## src/design/mips_pkg.sv

```systemverilog
/*
 * mips_pkg
 * shared definitions for the integer pipeline: opcode and function
 * encodings of the supported instructions, the two instruction formats,
 * ALU operations and the structs that travel between the stages
 */
`default_nettype none

package mips_pkg;

    // primary opcodes
    localparam logic [5:0] op_special = 6'b000000;
    localparam logic [5:0] op_addi    = 6'b001000;
    localparam logic [5:0] op_addiu   = 6'b001001;
    localparam logic [5:0] op_slti    = 6'b001010;
    localparam logic [5:0] op_sltiu   = 6'b001011;
    localparam logic [5:0] op_andi    = 6'b001100;
    localparam logic [5:0] op_ori     = 6'b001101;
    localparam logic [5:0] op_xori    = 6'b001110;
    localparam logic [5:0] op_lui     = 6'b001111;

    // function field under op_special
    localparam logic [5:0] funct_sll  = 6'b000000;
    localparam logic [5:0] funct_srl  = 6'b000010;
    localparam logic [5:0] funct_sra  = 6'b000011;
    localparam logic [5:0] funct_sllv = 6'b000100;
    localparam logic [5:0] funct_srlv = 6'b000110;
    localparam logic [5:0] funct_srav = 6'b000111;
    localparam logic [5:0] funct_add  = 6'b100000;
    localparam logic [5:0] funct_addu = 6'b100001;
    localparam logic [5:0] funct_sub  = 6'b100010;
    localparam logic [5:0] funct_subu = 6'b100011;
    localparam logic [5:0] funct_and  = 6'b100100;
    localparam logic [5:0] funct_or   = 6'b100101;
    localparam logic [5:0] funct_xor  = 6'b100110;
    localparam logic [5:0] funct_nor  = 6'b100111;
    localparam logic [5:0] funct_slt  = 6'b101010;
    localparam logic [5:0] funct_sltu = 6'b101011;

    typedef struct packed {
        logic [5:0] op;
        logic [4:0] rs;
        logic [4:0] rt;
        logic [4:0] rd;
        logic [4:0] sa;
        logic [5:0] funct;
    } r_fmt_t;

    typedef struct packed {
        logic [5:0]  op;
        logic [4:0]  rs;
        logic [4:0]  rt;
        logic [15:0] imm16;
    } i_fmt_t;

    // one instruction word, seen as either format
    typedef union packed {
        r_fmt_t r;
        i_fmt_t i;
    } inst_t;

    typedef enum logic [3:0] {
        alu_nop,
        alu_or,
        alu_and,
        alu_xor,
        alu_nor,
        alu_sll,
        alu_srl,
        alu_sra,
        alu_add,
        alu_sub,
        alu_slt,
        alu_sltu
    } alu_op_t;

    typedef struct packed {
        alu_op_t     alu_op;
        logic        reg1_read;
        logic        reg2_read;
        logic        wreg;
        logic [4:0]  wd;
        logic [31:0] imm;
    } ctrl_t;

    // a register write still on its way to the register file
    typedef struct packed {
        logic        wreg;
        logic [4:0]  wd;
        logic [31:0] wdata;
    } fwd_t;

    typedef struct packed {
        logic        valid;
        alu_op_t     alu_op;
        logic        wreg;
        logic [4:0]  wd;
        logic [31:0] op1;
        logic [31:0] op2;
    } id_ex_t;

    typedef struct packed {
        logic        wreg;
        logic [4:0]  wd;
        logic [31:0] wdata;
    } result_t;

endpackage

`default_nettype wire

```

## src/design/ex_stage.sv

```systemverilog
/*
 * ex_stage
 * ALU for logic, shift and arithmetic operations; offers its result
 * as the execute forward and holds it in the execute-to-memory register
 */
`timescale 1ns/1ps
`default_nettype none

module ex_stage (
    input  wire                   clk,
    input  wire                   rst_n_i,
    input  wire                   adv_i,
    input  wire mips_pkg::id_ex_t id_ex_i,
    output mips_pkg::fwd_t        ex_fwd_o,
    output logic                  ex_mem_valid_o,
    output mips_pkg::result_t     ex_mem_o
);

    logic [31:0] alu_res;
    logic [4:0]  shamt;

    // shift amount from op1, which holds sa for the constant forms
    assign shamt = id_ex_i.op1[4:0];

    always_comb begin
        case (id_ex_i.alu_op)
            mips_pkg::alu_or:   alu_res = id_ex_i.op1 | id_ex_i.op2;
            mips_pkg::alu_and:  alu_res = id_ex_i.op1 & id_ex_i.op2;
            mips_pkg::alu_xor:  alu_res = id_ex_i.op1 ^ id_ex_i.op2;
            mips_pkg::alu_nor:  alu_res = ~(id_ex_i.op1 | id_ex_i.op2);
            mips_pkg::alu_sll:  alu_res = id_ex_i.op2 << shamt;
            mips_pkg::alu_srl:  alu_res = id_ex_i.op2 >> shamt;
            mips_pkg::alu_sra:  alu_res = $signed(id_ex_i.op2) >>> shamt;
            mips_pkg::alu_add:  alu_res = id_ex_i.op1 + id_ex_i.op2;
            mips_pkg::alu_sub:  alu_res = id_ex_i.op1 - id_ex_i.op2;
            mips_pkg::alu_slt:  alu_res = {31'd0, $signed(id_ex_i.op1) < $signed(id_ex_i.op2)};
            mips_pkg::alu_sltu: alu_res = {31'd0, id_ex_i.op1 < id_ex_i.op2};
            default:            alu_res = 32'd0;
        endcase
    end

    assign ex_fwd_o = '{
        wreg:  id_ex_i.valid && id_ex_i.wreg,
        wd:    id_ex_i.wd,
        wdata: alu_res
    };

    always_ff @(posedge clk) begin
        if (!rst_n_i) begin
            ex_mem_valid_o <= 1'b0;
            ex_mem_o.wreg  <= 1'b0;
        end else if (adv_i) begin
            ex_mem_valid_o <= id_ex_i.valid;
            ex_mem_o.wreg  <= id_ex_i.valid && id_ex_i.wreg;
            ex_mem_o.wd    <= id_ex_i.wd;
            ex_mem_o.wdata <= alu_res;
        end
    end

endmodule

`default_nettype wire

```

## src/design/id_decoder.sv

```systemverilog
/*
 * id_decoder
 * combinational decode of one instruction word into ALU operation,
 * register read enables, destination and immediate operand
 * covers R-type logic, shifts, arithmetic and the immediate forms
 */
`timescale 1ns/1ps
`default_nettype none

module id_decoder (
    input  wire mips_pkg::inst_t inst_i,
    output mips_pkg::ctrl_t      ctrl_o
);

    logic [31:0] imm_zext;
    logic [31:0] imm_sext;
    logic        const_shift;

    assign imm_zext = {16'h0000, inst_i.i.imm16};
    assign imm_sext = {{16{inst_i.i.imm16[15]}}, inst_i.i.imm16};

    assign const_shift = (inst_i.r.funct == mips_pkg::funct_sll) ||
                         (inst_i.r.funct == mips_pkg::funct_srl) ||
                         (inst_i.r.funct == mips_pkg::funct_sra);

    always_comb begin
        ctrl_o    = '0;
        ctrl_o.wd = inst_i.r.rd;

        case (inst_i.r.op)
            mips_pkg::op_special: begin
                ctrl_o.reg1_read = 1'b1;
                ctrl_o.reg2_read = 1'b1;
                case (inst_i.r.funct)
                    mips_pkg::funct_or:   ctrl_o.alu_op = mips_pkg::alu_or;
                    mips_pkg::funct_and:  ctrl_o.alu_op = mips_pkg::alu_and;
                    mips_pkg::funct_xor:  ctrl_o.alu_op = mips_pkg::alu_xor;
                    mips_pkg::funct_nor:  ctrl_o.alu_op = mips_pkg::alu_nor;
                    mips_pkg::funct_sll:  ctrl_o.alu_op = mips_pkg::alu_sll;
                    mips_pkg::funct_sllv: ctrl_o.alu_op = mips_pkg::alu_sll;
                    mips_pkg::funct_srl:  ctrl_o.alu_op = mips_pkg::alu_srl;
                    mips_pkg::funct_srlv: ctrl_o.alu_op = mips_pkg::alu_srl;
                    mips_pkg::funct_sra:  ctrl_o.alu_op = mips_pkg::alu_sra;
                    mips_pkg::funct_srav: ctrl_o.alu_op = mips_pkg::alu_sra;
                    mips_pkg::funct_add:  ctrl_o.alu_op = mips_pkg::alu_add;
                    mips_pkg::funct_addu: ctrl_o.alu_op = mips_pkg::alu_add;
                    mips_pkg::funct_sub:  ctrl_o.alu_op = mips_pkg::alu_sub;
                    mips_pkg::funct_subu: ctrl_o.alu_op = mips_pkg::alu_sub;
                    mips_pkg::funct_slt:  ctrl_o.alu_op = mips_pkg::alu_slt;
                    mips_pkg::funct_sltu: ctrl_o.alu_op = mips_pkg::alu_sltu;
                    default:              ctrl_o.alu_op = mips_pkg::alu_nop;
                endcase
                // constant shifts carry the amount in sa, with rs zero
                if (const_shift) begin
                    ctrl_o.reg1_read = 1'b0;
                    ctrl_o.imm       = {27'd0, inst_i.r.sa};
                    ctrl_o.wreg      = (inst_i.r.rs == 5'd0);
                end else begin
                    ctrl_o.wreg = (inst_i.r.sa == 5'd0);
                end
                ctrl_o.wreg = ctrl_o.wreg && (ctrl_o.alu_op != mips_pkg::alu_nop);
            end
            mips_pkg::op_ori, mips_pkg::op_andi, mips_pkg::op_xori, mips_pkg::op_lui,
            mips_pkg::op_addi, mips_pkg::op_addiu, mips_pkg::op_slti,
            mips_pkg::op_sltiu: begin
                ctrl_o.reg1_read = 1'b1;
                ctrl_o.wreg      = 1'b1;
                ctrl_o.wd        = inst_i.i.rt;
                ctrl_o.imm       = imm_sext;
                case (inst_i.i.op)
                    mips_pkg::op_ori: begin
                        ctrl_o.alu_op = mips_pkg::alu_or;
                        ctrl_o.imm    = imm_zext;
                    end
                    mips_pkg::op_andi: begin
                        ctrl_o.alu_op = mips_pkg::alu_and;
                        ctrl_o.imm    = imm_zext;
                    end
                    mips_pkg::op_xori: begin
                        ctrl_o.alu_op = mips_pkg::alu_xor;
                        ctrl_o.imm    = imm_zext;
                    end
                    // upper half loaded, rs not read
                    mips_pkg::op_lui: begin
                        ctrl_o.alu_op    = mips_pkg::alu_or;
                        ctrl_o.reg1_read = 1'b0;
                        ctrl_o.imm       = {inst_i.i.imm16, 16'h0000};
                    end
                    mips_pkg::op_slti:  ctrl_o.alu_op = mips_pkg::alu_slt;
                    mips_pkg::op_sltiu: ctrl_o.alu_op = mips_pkg::alu_sltu;
                    default:            ctrl_o.alu_op = mips_pkg::alu_add;
                endcase
            end
            default: begin
            end
        endcase

        // unknown words retire as a nop without a write
        if (!ctrl_o.wreg) begin
            ctrl_o.alu_op    = mips_pkg::alu_nop;
            ctrl_o.reg1_read = 1'b0;
            ctrl_o.reg2_read = 1'b0;
            ctrl_o.imm       = '0;
        end
    end

endmodule

`default_nettype wire

```

## src/design/id_stage.sv

```systemverilog
/*
 * id_stage
 * decode stage: register file reads, operand selection with
 * forwarding from execute and memory, and the decode-to-execute register
 */
`timescale 1ns/1ps
`default_nettype none

module id_stage (
    input  wire                  clk,
    input  wire                  rst_n_i,
    input  wire                  adv_i,
    input  wire                  inst_valid_i,
    input  wire mips_pkg::inst_t inst_i,
    input  wire [31:0]           rdata1_i,
    input  wire [31:0]           rdata2_i,
    input  wire mips_pkg::fwd_t  ex_fwd_i,
    input  wire mips_pkg::fwd_t  mem_fwd_i,
    output logic [4:0]           raddr1_o,
    output logic [4:0]           raddr2_o,
    output mips_pkg::id_ex_t     id_ex_o
);

    mips_pkg::ctrl_t ctrl;
    logic [31:0]     op1;
    logic [31:0]     op2;

    // nearest producer wins, then the register file
    function automatic logic [31:0] pick_operand(
        input logic           rd_en,
        input logic [4:0]     addr,
        input logic [31:0]    rf_data,
        input logic [31:0]    imm,
        input mips_pkg::fwd_t ex,
        input mips_pkg::fwd_t mem
    );
        if (!rd_en) begin
            return imm;
        end
        // r0 is never forwarded
        if (addr == 5'd0) begin
            return rf_data;
        end
        if (ex.wreg && (ex.wd == addr)) begin
            return ex.wdata;
        end
        if (mem.wreg && (mem.wd == addr)) begin
            return mem.wdata;
        end
        return rf_data;
    endfunction

    id_decoder id_decoder_i (
        .inst_i (inst_i),
        .ctrl_o (ctrl)
    );

    assign raddr1_o = inst_i.r.rs;
    assign raddr2_o = inst_i.r.rt;

    assign op1 = pick_operand(ctrl.reg1_read, raddr1_o, rdata1_i, ctrl.imm,
                              ex_fwd_i, mem_fwd_i);
    assign op2 = pick_operand(ctrl.reg2_read, raddr2_o, rdata2_i, ctrl.imm,
                              ex_fwd_i, mem_fwd_i);

    // a bubble enters when nothing is transferred
    always_ff @(posedge clk) begin
        if (!rst_n_i) begin
            id_ex_o.valid <= 1'b0;
            id_ex_o.wreg  <= 1'b0;
        end else if (adv_i) begin
            id_ex_o.valid  <= inst_valid_i;
            id_ex_o.wreg   <= inst_valid_i && ctrl.wreg;
            id_ex_o.alu_op <= ctrl.alu_op;
            id_ex_o.wd     <= ctrl.wd;
            id_ex_o.op1    <= op1;
            id_ex_o.op2    <= op2;
        end
    end

endmodule

`default_nettype wire

```

## src/design/int_core.sv

```systemverilog
/*
 * int_core
 * top of the integer pipeline: decode, execute and writeback around
 * the register file, with instructions in and results out over
 * valid/ready; the whole pipe stalls while a result is refused
 */
`timescale 1ns/1ps
`default_nettype none

module int_core (
    input  wire                  clk,
    input  wire                  rst_n_i,
    input  wire                  inst_valid_i,
    input  wire mips_pkg::inst_t inst_i,
    output logic                 inst_ready_o,
    output logic                 res_valid_o,
    output mips_pkg::result_t    res_o,
    input  wire                  res_ready_i
);

    logic              adv;
    mips_pkg::id_ex_t  id_ex;
    mips_pkg::fwd_t    ex_fwd;
    mips_pkg::fwd_t    mem_fwd;
    logic              ex_mem_valid;
    mips_pkg::result_t ex_mem;
    logic              we;
    logic [4:0]        raddr1;
    logic [4:0]        raddr2;
    logic [31:0]       rdata1;
    logic [31:0]       rdata2;

    // global stall
    assign adv          = !(res_valid_o && !res_ready_i);
    assign inst_ready_o = adv;

    id_stage id_stage_i (
        .clk          (clk),
        .rst_n_i      (rst_n_i),
        .adv_i        (adv),
        .inst_valid_i (inst_valid_i),
        .inst_i       (inst_i),
        .rdata1_i     (rdata1),
        .rdata2_i     (rdata2),
        .ex_fwd_i     (ex_fwd),
        .mem_fwd_i    (mem_fwd),
        .raddr1_o     (raddr1),
        .raddr2_o     (raddr2),
        .id_ex_o      (id_ex)
    );

    ex_stage ex_stage_i (
        .clk            (clk),
        .rst_n_i        (rst_n_i),
        .adv_i          (adv),
        .id_ex_i        (id_ex),
        .ex_fwd_o       (ex_fwd),
        .ex_mem_valid_o (ex_mem_valid),
        .ex_mem_o       (ex_mem)
    );

    wb_stage wb_stage_i (
        .adv_i          (adv),
        .ex_mem_valid_i (ex_mem_valid),
        .ex_mem_i       (ex_mem),
        .mem_fwd_o      (mem_fwd),
        .we_o           (we),
        .res_valid_o    (res_valid_o),
        .res_o          (res_o)
    );

    reg_file reg_file_i (
        .clk      (clk),
        .rst_n_i  (rst_n_i),
        .raddr1_i (raddr1),
        .raddr2_i (raddr2),
        .rdata1_o (rdata1),
        .rdata2_o (rdata2),
        .we_i     (we),
        .wr_i     (mem_fwd)
    );

endmodule

`default_nettype wire

```

## src/design/reg_file.sv

```systemverilog
/*
 * reg_file
 * 32 x 32-bit general purpose registers, two combinational read
 * ports and one synchronous write port; r0 always reads zero
 */
`timescale 1ns/1ps
`default_nettype none

module reg_file (
    input  wire                 clk,
    input  wire                 rst_n_i,
    input  wire [4:0]           raddr1_i,
    input  wire [4:0]           raddr2_i,
    output logic [31:0]         rdata1_o,
    output logic [31:0]         rdata2_o,
    input  wire                 we_i,
    input  wire mips_pkg::fwd_t wr_i
);

    logic [31:0] regs [32];

    always_ff @(posedge clk) begin
        if (!rst_n_i) begin
            for (int i = 0; i < 32; i++) begin
                regs[i] <= 32'd0;
            end
        end else if (we_i && wr_i.wreg && (wr_i.wd != 5'd0)) begin
            regs[wr_i.wd] <= wr_i.wdata;
        end
    end

    assign rdata1_o = (raddr1_i == 5'd0) ? 32'd0 : regs[raddr1_i];
    assign rdata2_o = (raddr2_i == 5'd0) ? 32'd0 : regs[raddr2_i];

endmodule

`default_nettype wire

```

## src/design/wb_stage.sv

```systemverilog
/*
 * wb_stage
 * retires the instruction held after execute: presents it on the
 * result stream, exposes its pending write as the memory forward and
 * writes the register file on the edge where the result is taken
 */
`timescale 1ns/1ps
`default_nettype none

module wb_stage (
    input  wire                    adv_i,
    input  wire                    ex_mem_valid_i,
    input  wire mips_pkg::result_t ex_mem_i,
    output mips_pkg::fwd_t         mem_fwd_o,
    output logic                   we_o,
    output logic                   res_valid_o,
    output mips_pkg::result_t      res_o
);

    logic pending_wr;

    assign pending_wr = ex_mem_valid_i && ex_mem_i.wreg;

    assign res_valid_o = ex_mem_valid_i;
    assign res_o       = ex_mem_i;

    assign mem_fwd_o = '{
        wreg:  pending_wr,
        wd:    ex_mem_i.wd,
        wdata: ex_mem_i.wdata
    };

    // with a valid result held, adv is high only when it is accepted
    assign we_o = pending_wr && adv_i;

endmodule

`default_nettype wire

```

## config.mk

```make
export PLATFORM = sky130hd
export DESIGN_NAME = int_core
export DESIGN_NICKNAME = d
export VERILOG_FILES = /design/src/design/mips_pkg.sv /design/src/design/ex_stage.sv /design/src/design/id_decoder.sv /design/src/design/id_stage.sv /design/src/design/int_core.sv /design/src/design/reg_file.sv /design/src/design/wb_stage.sv
export SDC_FILE = /design/constraint.sdc
export NUM_CORES = 2
export LEC_CHECK = 0
export BUFFER_PORTS_ARGS = -buffer_cell sky130_fd_sc_hd__buf_2
export CAP_MARGIN = 10
export CORE_ASPECT_RATIO = 1.75
export CORE_MARGIN = 3
export CORE_UTILIZATION = 55
export DETAILED_ROUTE_END_ITERATION = 12
export MAX_ROUTING_LAYER = met4
export PLACE_DENSITY = 0.67
export SLEW_MARGIN = 0
export SYNTH_ARGS = -nofsm -noshare
export SYNTH_HDL_FRONTEND = slang
export SYNTH_SLANG_ARGS = --single-unit
```

## constraint.sdc

```tcl
create_clock -name clk -period 13.7 [get_ports clk]
set_clock_uncertainty 0.1 [all_clocks]
set_input_delay 0.685 -clock clk [delete_from_list [all_inputs] [get_ports clk]]
set_output_delay 0.685 -clock clk [all_outputs]
set_load 0.01 [all_outputs]
```

# Yosys cells after proc, flatten, opt, wreduce, memory -nomap -nowiden
# Memory sizes are Yosys's and may differ from the RTL's.
# Index checks and enable logic that the tools add are counted.
# word_totals
out_inout_bits,40
memories,2
ram_bits,1024
rom_bits,256
reg_bits,114
# mem_list
memory,words,width,read_ports,rd_ports_with_merged_regs,wr,line_no,text
reg_file_i.regs,32,32,2,0,32,reg_file.sv:20,logic [31:0] regs [32];
(no name shown),64,4,1,0,0,id_decoder.sv:34,case (inst_i.r.funct)
# classes
bitwise,5
n_eq_ne,25
shift,3
reduce_logical,28
n_addsub,2
magnitude_cmp,2
mux,59
# op_table
cell,count
$mux 32,20
$pmux 32 s11,1
$pmux 32 s2,2
$lt 32x32->1,2
$eq 6x4->1 const B,8
$add 32x32->32,1
$and 32x32->32,1
$not 32->32,1
$or 32x32->32,1
$reduce_or 32->1,1
$shl 32x5->32,1
$shr 32x5->32,1
$sshr 32x5->32,1
$sub 32x32->32,1
$xor 32x32->32,1
$mux 1,28
$eq 5x5->1,4
$pmux 4 s5,1
$eq 4x3->1 const B,4
$eq 4x4->1 const B,4
$logic_not 5->1,3
$mux 5,3
$eq 6x2->1 const B,2
$logic_and 1x1->1,12
16 further kinds,20

# Longest topological paths before layout
# logic_depth
word_depth,18
depth_mapped,15
depth_no_buf,12

# By module
# From an unflattened synthesis, not the netlist that was laid out.
# hier_totals
hier_cells,5718
hier_area_um2,71747.6
# modules_own_cells
mod,n_inst,cells_per_inst,area_each_um2,seq_area_each_um2
reg_file,1,3497,54136.9,30749.5
ex_stage,1,1369,10525.1,1151.1
id_stage,1,657,5693.0,2232.1
id_decoder,1,115,795.8,0.0
wb_stage,1,79,590.6,0.0
int_core,1,1,6.3,0.0

# Worst setup path after synthesis
# No wires, ideal clock.
# synth_timing
path_type,input -> register
start,input port rst_n_i
end,register ex_stage_i.ex_mem_o[0] (netlist name) (enable)
slack_ns,6.686
setup_time_ns,0.581
stages,2
n_path_buf,0
arrival_time_ns,6.334
path_cell_list,clkinv_1 -> nor2_1
# synth_via
elab_chain_cells,1
# synth_lines
item,line_no,text
from (decl),int_core.sv:12,"input wire rst_n_i,"
$reduce_and 2->1 (no source line),n/a,
to (decl),ex_stage.sv:16,output mips_pkg::result_t ex_mem_o
# No other way between the ends.
# A chain may end at the register's enable or synchronous reset.

# Worst setup path in the final report
# layout_timing
start,register id_stage_i.id_ex_o[34] (netlist name)
end,"register id_stage_i.id_ex_o[28] (netlist name), data pin"
# layout_via
elab_chain_cells,8
word_cells_on_any_way,12
# layout_lines
item,line_no,text
from (decl),id_stage.sv:21,output mips_pkg::id_ex_t id_ex_o
"$sub 32x32->32, or another cell as far along",ex_stage.sv:35,mips_pkg::alu_sub: alu_res = id_ex_i.op1 - id_ex_i.op2;
$pmux 32 s11 *,ex_stage.sv:26,case (id_ex_i.alu_op)
$mux 32 *,id_stage.sv:44,if (ex.wreg && (ex.wd == addr)) begin
$mux 32,id_stage.sv:47,if (mem.wreg && (mem.wd == addr)) begin
$mux 32,id_stage.sv:50,return rf_data;
$mux 32 *,id_stage.sv:47,
$mux 32 *,id_stage.sv:44,
$mux 32 *,id_stage.sv:41,if (addr == 5'd0) begin
net id_stage_i.op2[28],id_stage.sv:26,logic [31:0] op2;
# The timed path passes the listed nets; every way through them passes the cells marked *.

==> metrics <==
final WL 259 mm; vias in the first global route 51100; drt drc 0; fin cells 6849; TNS Setup 0 ns; CP most frequent cell a211oi_2; Post-synth ARST share 0%; Post-synth EDFFs 1134; count of input and output buffers 75; Top FF cell, synth edfxtp_1; final instance area 75000 um2; wire per inst 37.9 um; post-CTS setup buffer count 0; Final Hold Violating Endpoints 0; final setup vio count 0; share of cells above drive strength 1 23.3%; Critical Path AT 5.69 ns; Vias per Instance 7.31; clock buffer depth 3; # fillers 9902; TritonCTS buffer count 104; first-pass GRT wire length 369 mm; Clk Latency, worst-skew pair 0.75 ns; Multi-input gate area 33300 um2; Synth cell types 105; Slowest-stage cell, CP o21ai_0; cell count after synthesis 5254; Syn. warnings 0; status finished, final reports clean; starting density of the core 55.4%; CTS Hold Bufs 0; I/O pins 76; worst-margin pin slew 1.34 ns; Hold Path Class input pin to flip-flop; H-tree levels 3; CP max FO 31; Placed Instances 6650; fin. max-slew vios 0; Final #Nets 5248; synthesized area 69500 um2; Syn-to-layout area delta 7.92%; Lkg Pwr 26.2 nW; post-synth top area cell edfxtp_1; storage element area 34100 um2; Power Density 111 nW/um2; worst path cell trace buf_4, clkinv_2, ha_1, nor2b_1, o2111ai_2, a211oi_2, o21ai_0, a21oi_1, a211oi_1, nor2_1, a211oi_2, o211ai_1; Rel. slew slack 9.43%; most frequent cells in the layout 1134 x edfxtp_1, 769 x and2_1, 669 x mux4_2; clock tree sinks 1138; commonest non-fill, non-tap cell in the layout edfxtp_1; Synth area leaders edfxtp_1 49%, mux4_2 22%, and2_1 6.9%; number of synthesized register bits 1138; CP Capture Type flip-flop; HPWL after DPL 173 mm; Synth top area share 49.0%; Tcrit/Tclk final 38.9%; initial drt markers 6446; Worst-path clk slew 0.07 ns; Global Route Usage Sum 41.0%; min Tclk post-route 5.33 ns; max incr delay on CP 1.07 ns; largest net degree at the start of global routing 115; die width 275 um; Required @ worst endpoint 14.06 ns; RSZ-0062 raised after global routing false; antenna violations before repair 10; post-synthesis sequential area ratio 49.1%; post_cts resized 0; Placer Congestion 1.06; maximum clock rate 0.188 GHz; Post-Syn Area per Cell 13.2 um2; remaining global-route overflow 0; Die ar. 131000 um2; placed inst area 71700 um2; num rows 172; Critical Path Source Type flip-flop; CTS tree built; Root Buffer clkbuf_16; maxcap violations 0; critical path class flip-flop to flip-flop; Detail Route Antenna Nets 0; VDD IR max 0.103 mV; Core Area 125000 um2; DRT Pass-1 Iters 6; die height 476 um; Vias 50100
==> cell type report <==
class	count	area share, %
diodes	9	0.0300
inverters	126	0.632
clock inverters	58	0.807
clock buffers	131	3.60
well taps	1653	2.76
multi-input cells	3486	44.4
repair buffers	248	2.33
flip-flops and latches	1138	45.5
==> stage by stage <==
step	hold WS (ns)	power [W]	worst slack [ns]	utilization, %
finish	0.170	0.00835	8.37	59.8
CTS	0.151	0.00834	8.50	59.8
detailed placement	0.349	0.00546	7.80	57.1
floorplan	0.332	0.00496	6.69	-
global route	0.165	0.00856	8.19	59.8
global placement	0.346	0.00544	7.86	57.1
==> synthesized netlist by cell type, types with 23 or more instances <==
master / number
o211ai_1: 38
ha_1: 106
nand2_1: 272
inv_1: 120
o22ai_1: 33
nand3_1: 49
and2_1: 769
o21ai_1: 23
edfxtp_1: 1134
mux4_2: 669
buf_1: 29
o221ai_1: 32
a21oi_1: 195
buf_2: 112
clkbuf_1: 373
mux2i_1: 139
o21ai_0: 167
nor3_1: 285
nor2_1: 212
a211oi_1: 48
==> logic make-up (layout without fill, tap and decap cells) <==
group	count (synthesis)	in the layout	share of synthesized area, %
xor gates and xnor gates	28	28	0.353
AOI/OAI and AO/OA	770	770	7.34
other	1	41	0.00539
muxes	828	828	24.0
adders and majority gates	109	109	1.98
DFF	1138	1138	49.1
and+or+nand+nor	1719	1719	13.3
buffers and inverters	661	563	3.94
==> power by group <==
| part | total, W | switching (W) | internal, W |
|---|---|---|---|
| Clock | 0.00293 | 0.00135 | 0.00158 |
| Sequential | 0.00409 | 0.000129 | 0.00396 |
| Combinational | 0.00133 | 0.000845 | 0.000489 |
| Total | 0.00835 | 0.00233 | 0.00603 |
==> worst max-delay path: cells and delay by family, from the launching register on <==
family,cells,cell delay (ns)
and+or+nand+nor,2,0.30
AOI/OAI and AO/OA,7,2.69
buffers and inverters,2,1.00
adders and majority gates,1,0.57
DFF,1,0.32
==> state kept, by name, indices dropped and copies added (netlist names) <==
signal                     flops
ex_stage_i.ex_mem_o           38
ex_stage_i.ex_mem_valid_o      1
id_stage_i.id_ex_o            75
reg_file_i.regs             1024
==> per-layer routing <==
| layer | up-vias | track usage [%] | wire length [um] |
|---|---|---|---|
| met4 | 0 | 28.5 | 23100 |
| met5 | - | - | 0 |
| met1 | 25400 | 47.1 | 84000 |
| met2 | 3568 | 65.6 | 128000 |
| met3 | 1065 | 6.94 | 24800 |
| li1 | 20100 | - | - |
==> worst paths after layout <==
| path | slack (ns) | cells after the start | to | from |
|---|---|---|---|---|
| min | 0.17 | 3 | id_stage_i.id_ex_o[69]$_SDFFE_PN0N_ | inst_valid_i |
| max reg2reg | 8.37 | 12 | id_stage_i.id_ex_o[28]$_DFFE_PP_ | id_stage_i.id_ex_o[34]$_DFFE_PP_ |
| max | 8.37 | 12 | id_stage_i.id_ex_o[28]$_DFFE_PP_ | id_stage_i.id_ex_o[34]$_DFFE_PP_ |
| min reg2reg | 0.36 | 2 | id_stage_i.id_ex_o[69]$_SDFFE_PN0N_ | id_stage_i.id_ex_o[69]$_SDFFE_PN0N_ |
(Power assumes the default switching activity.)
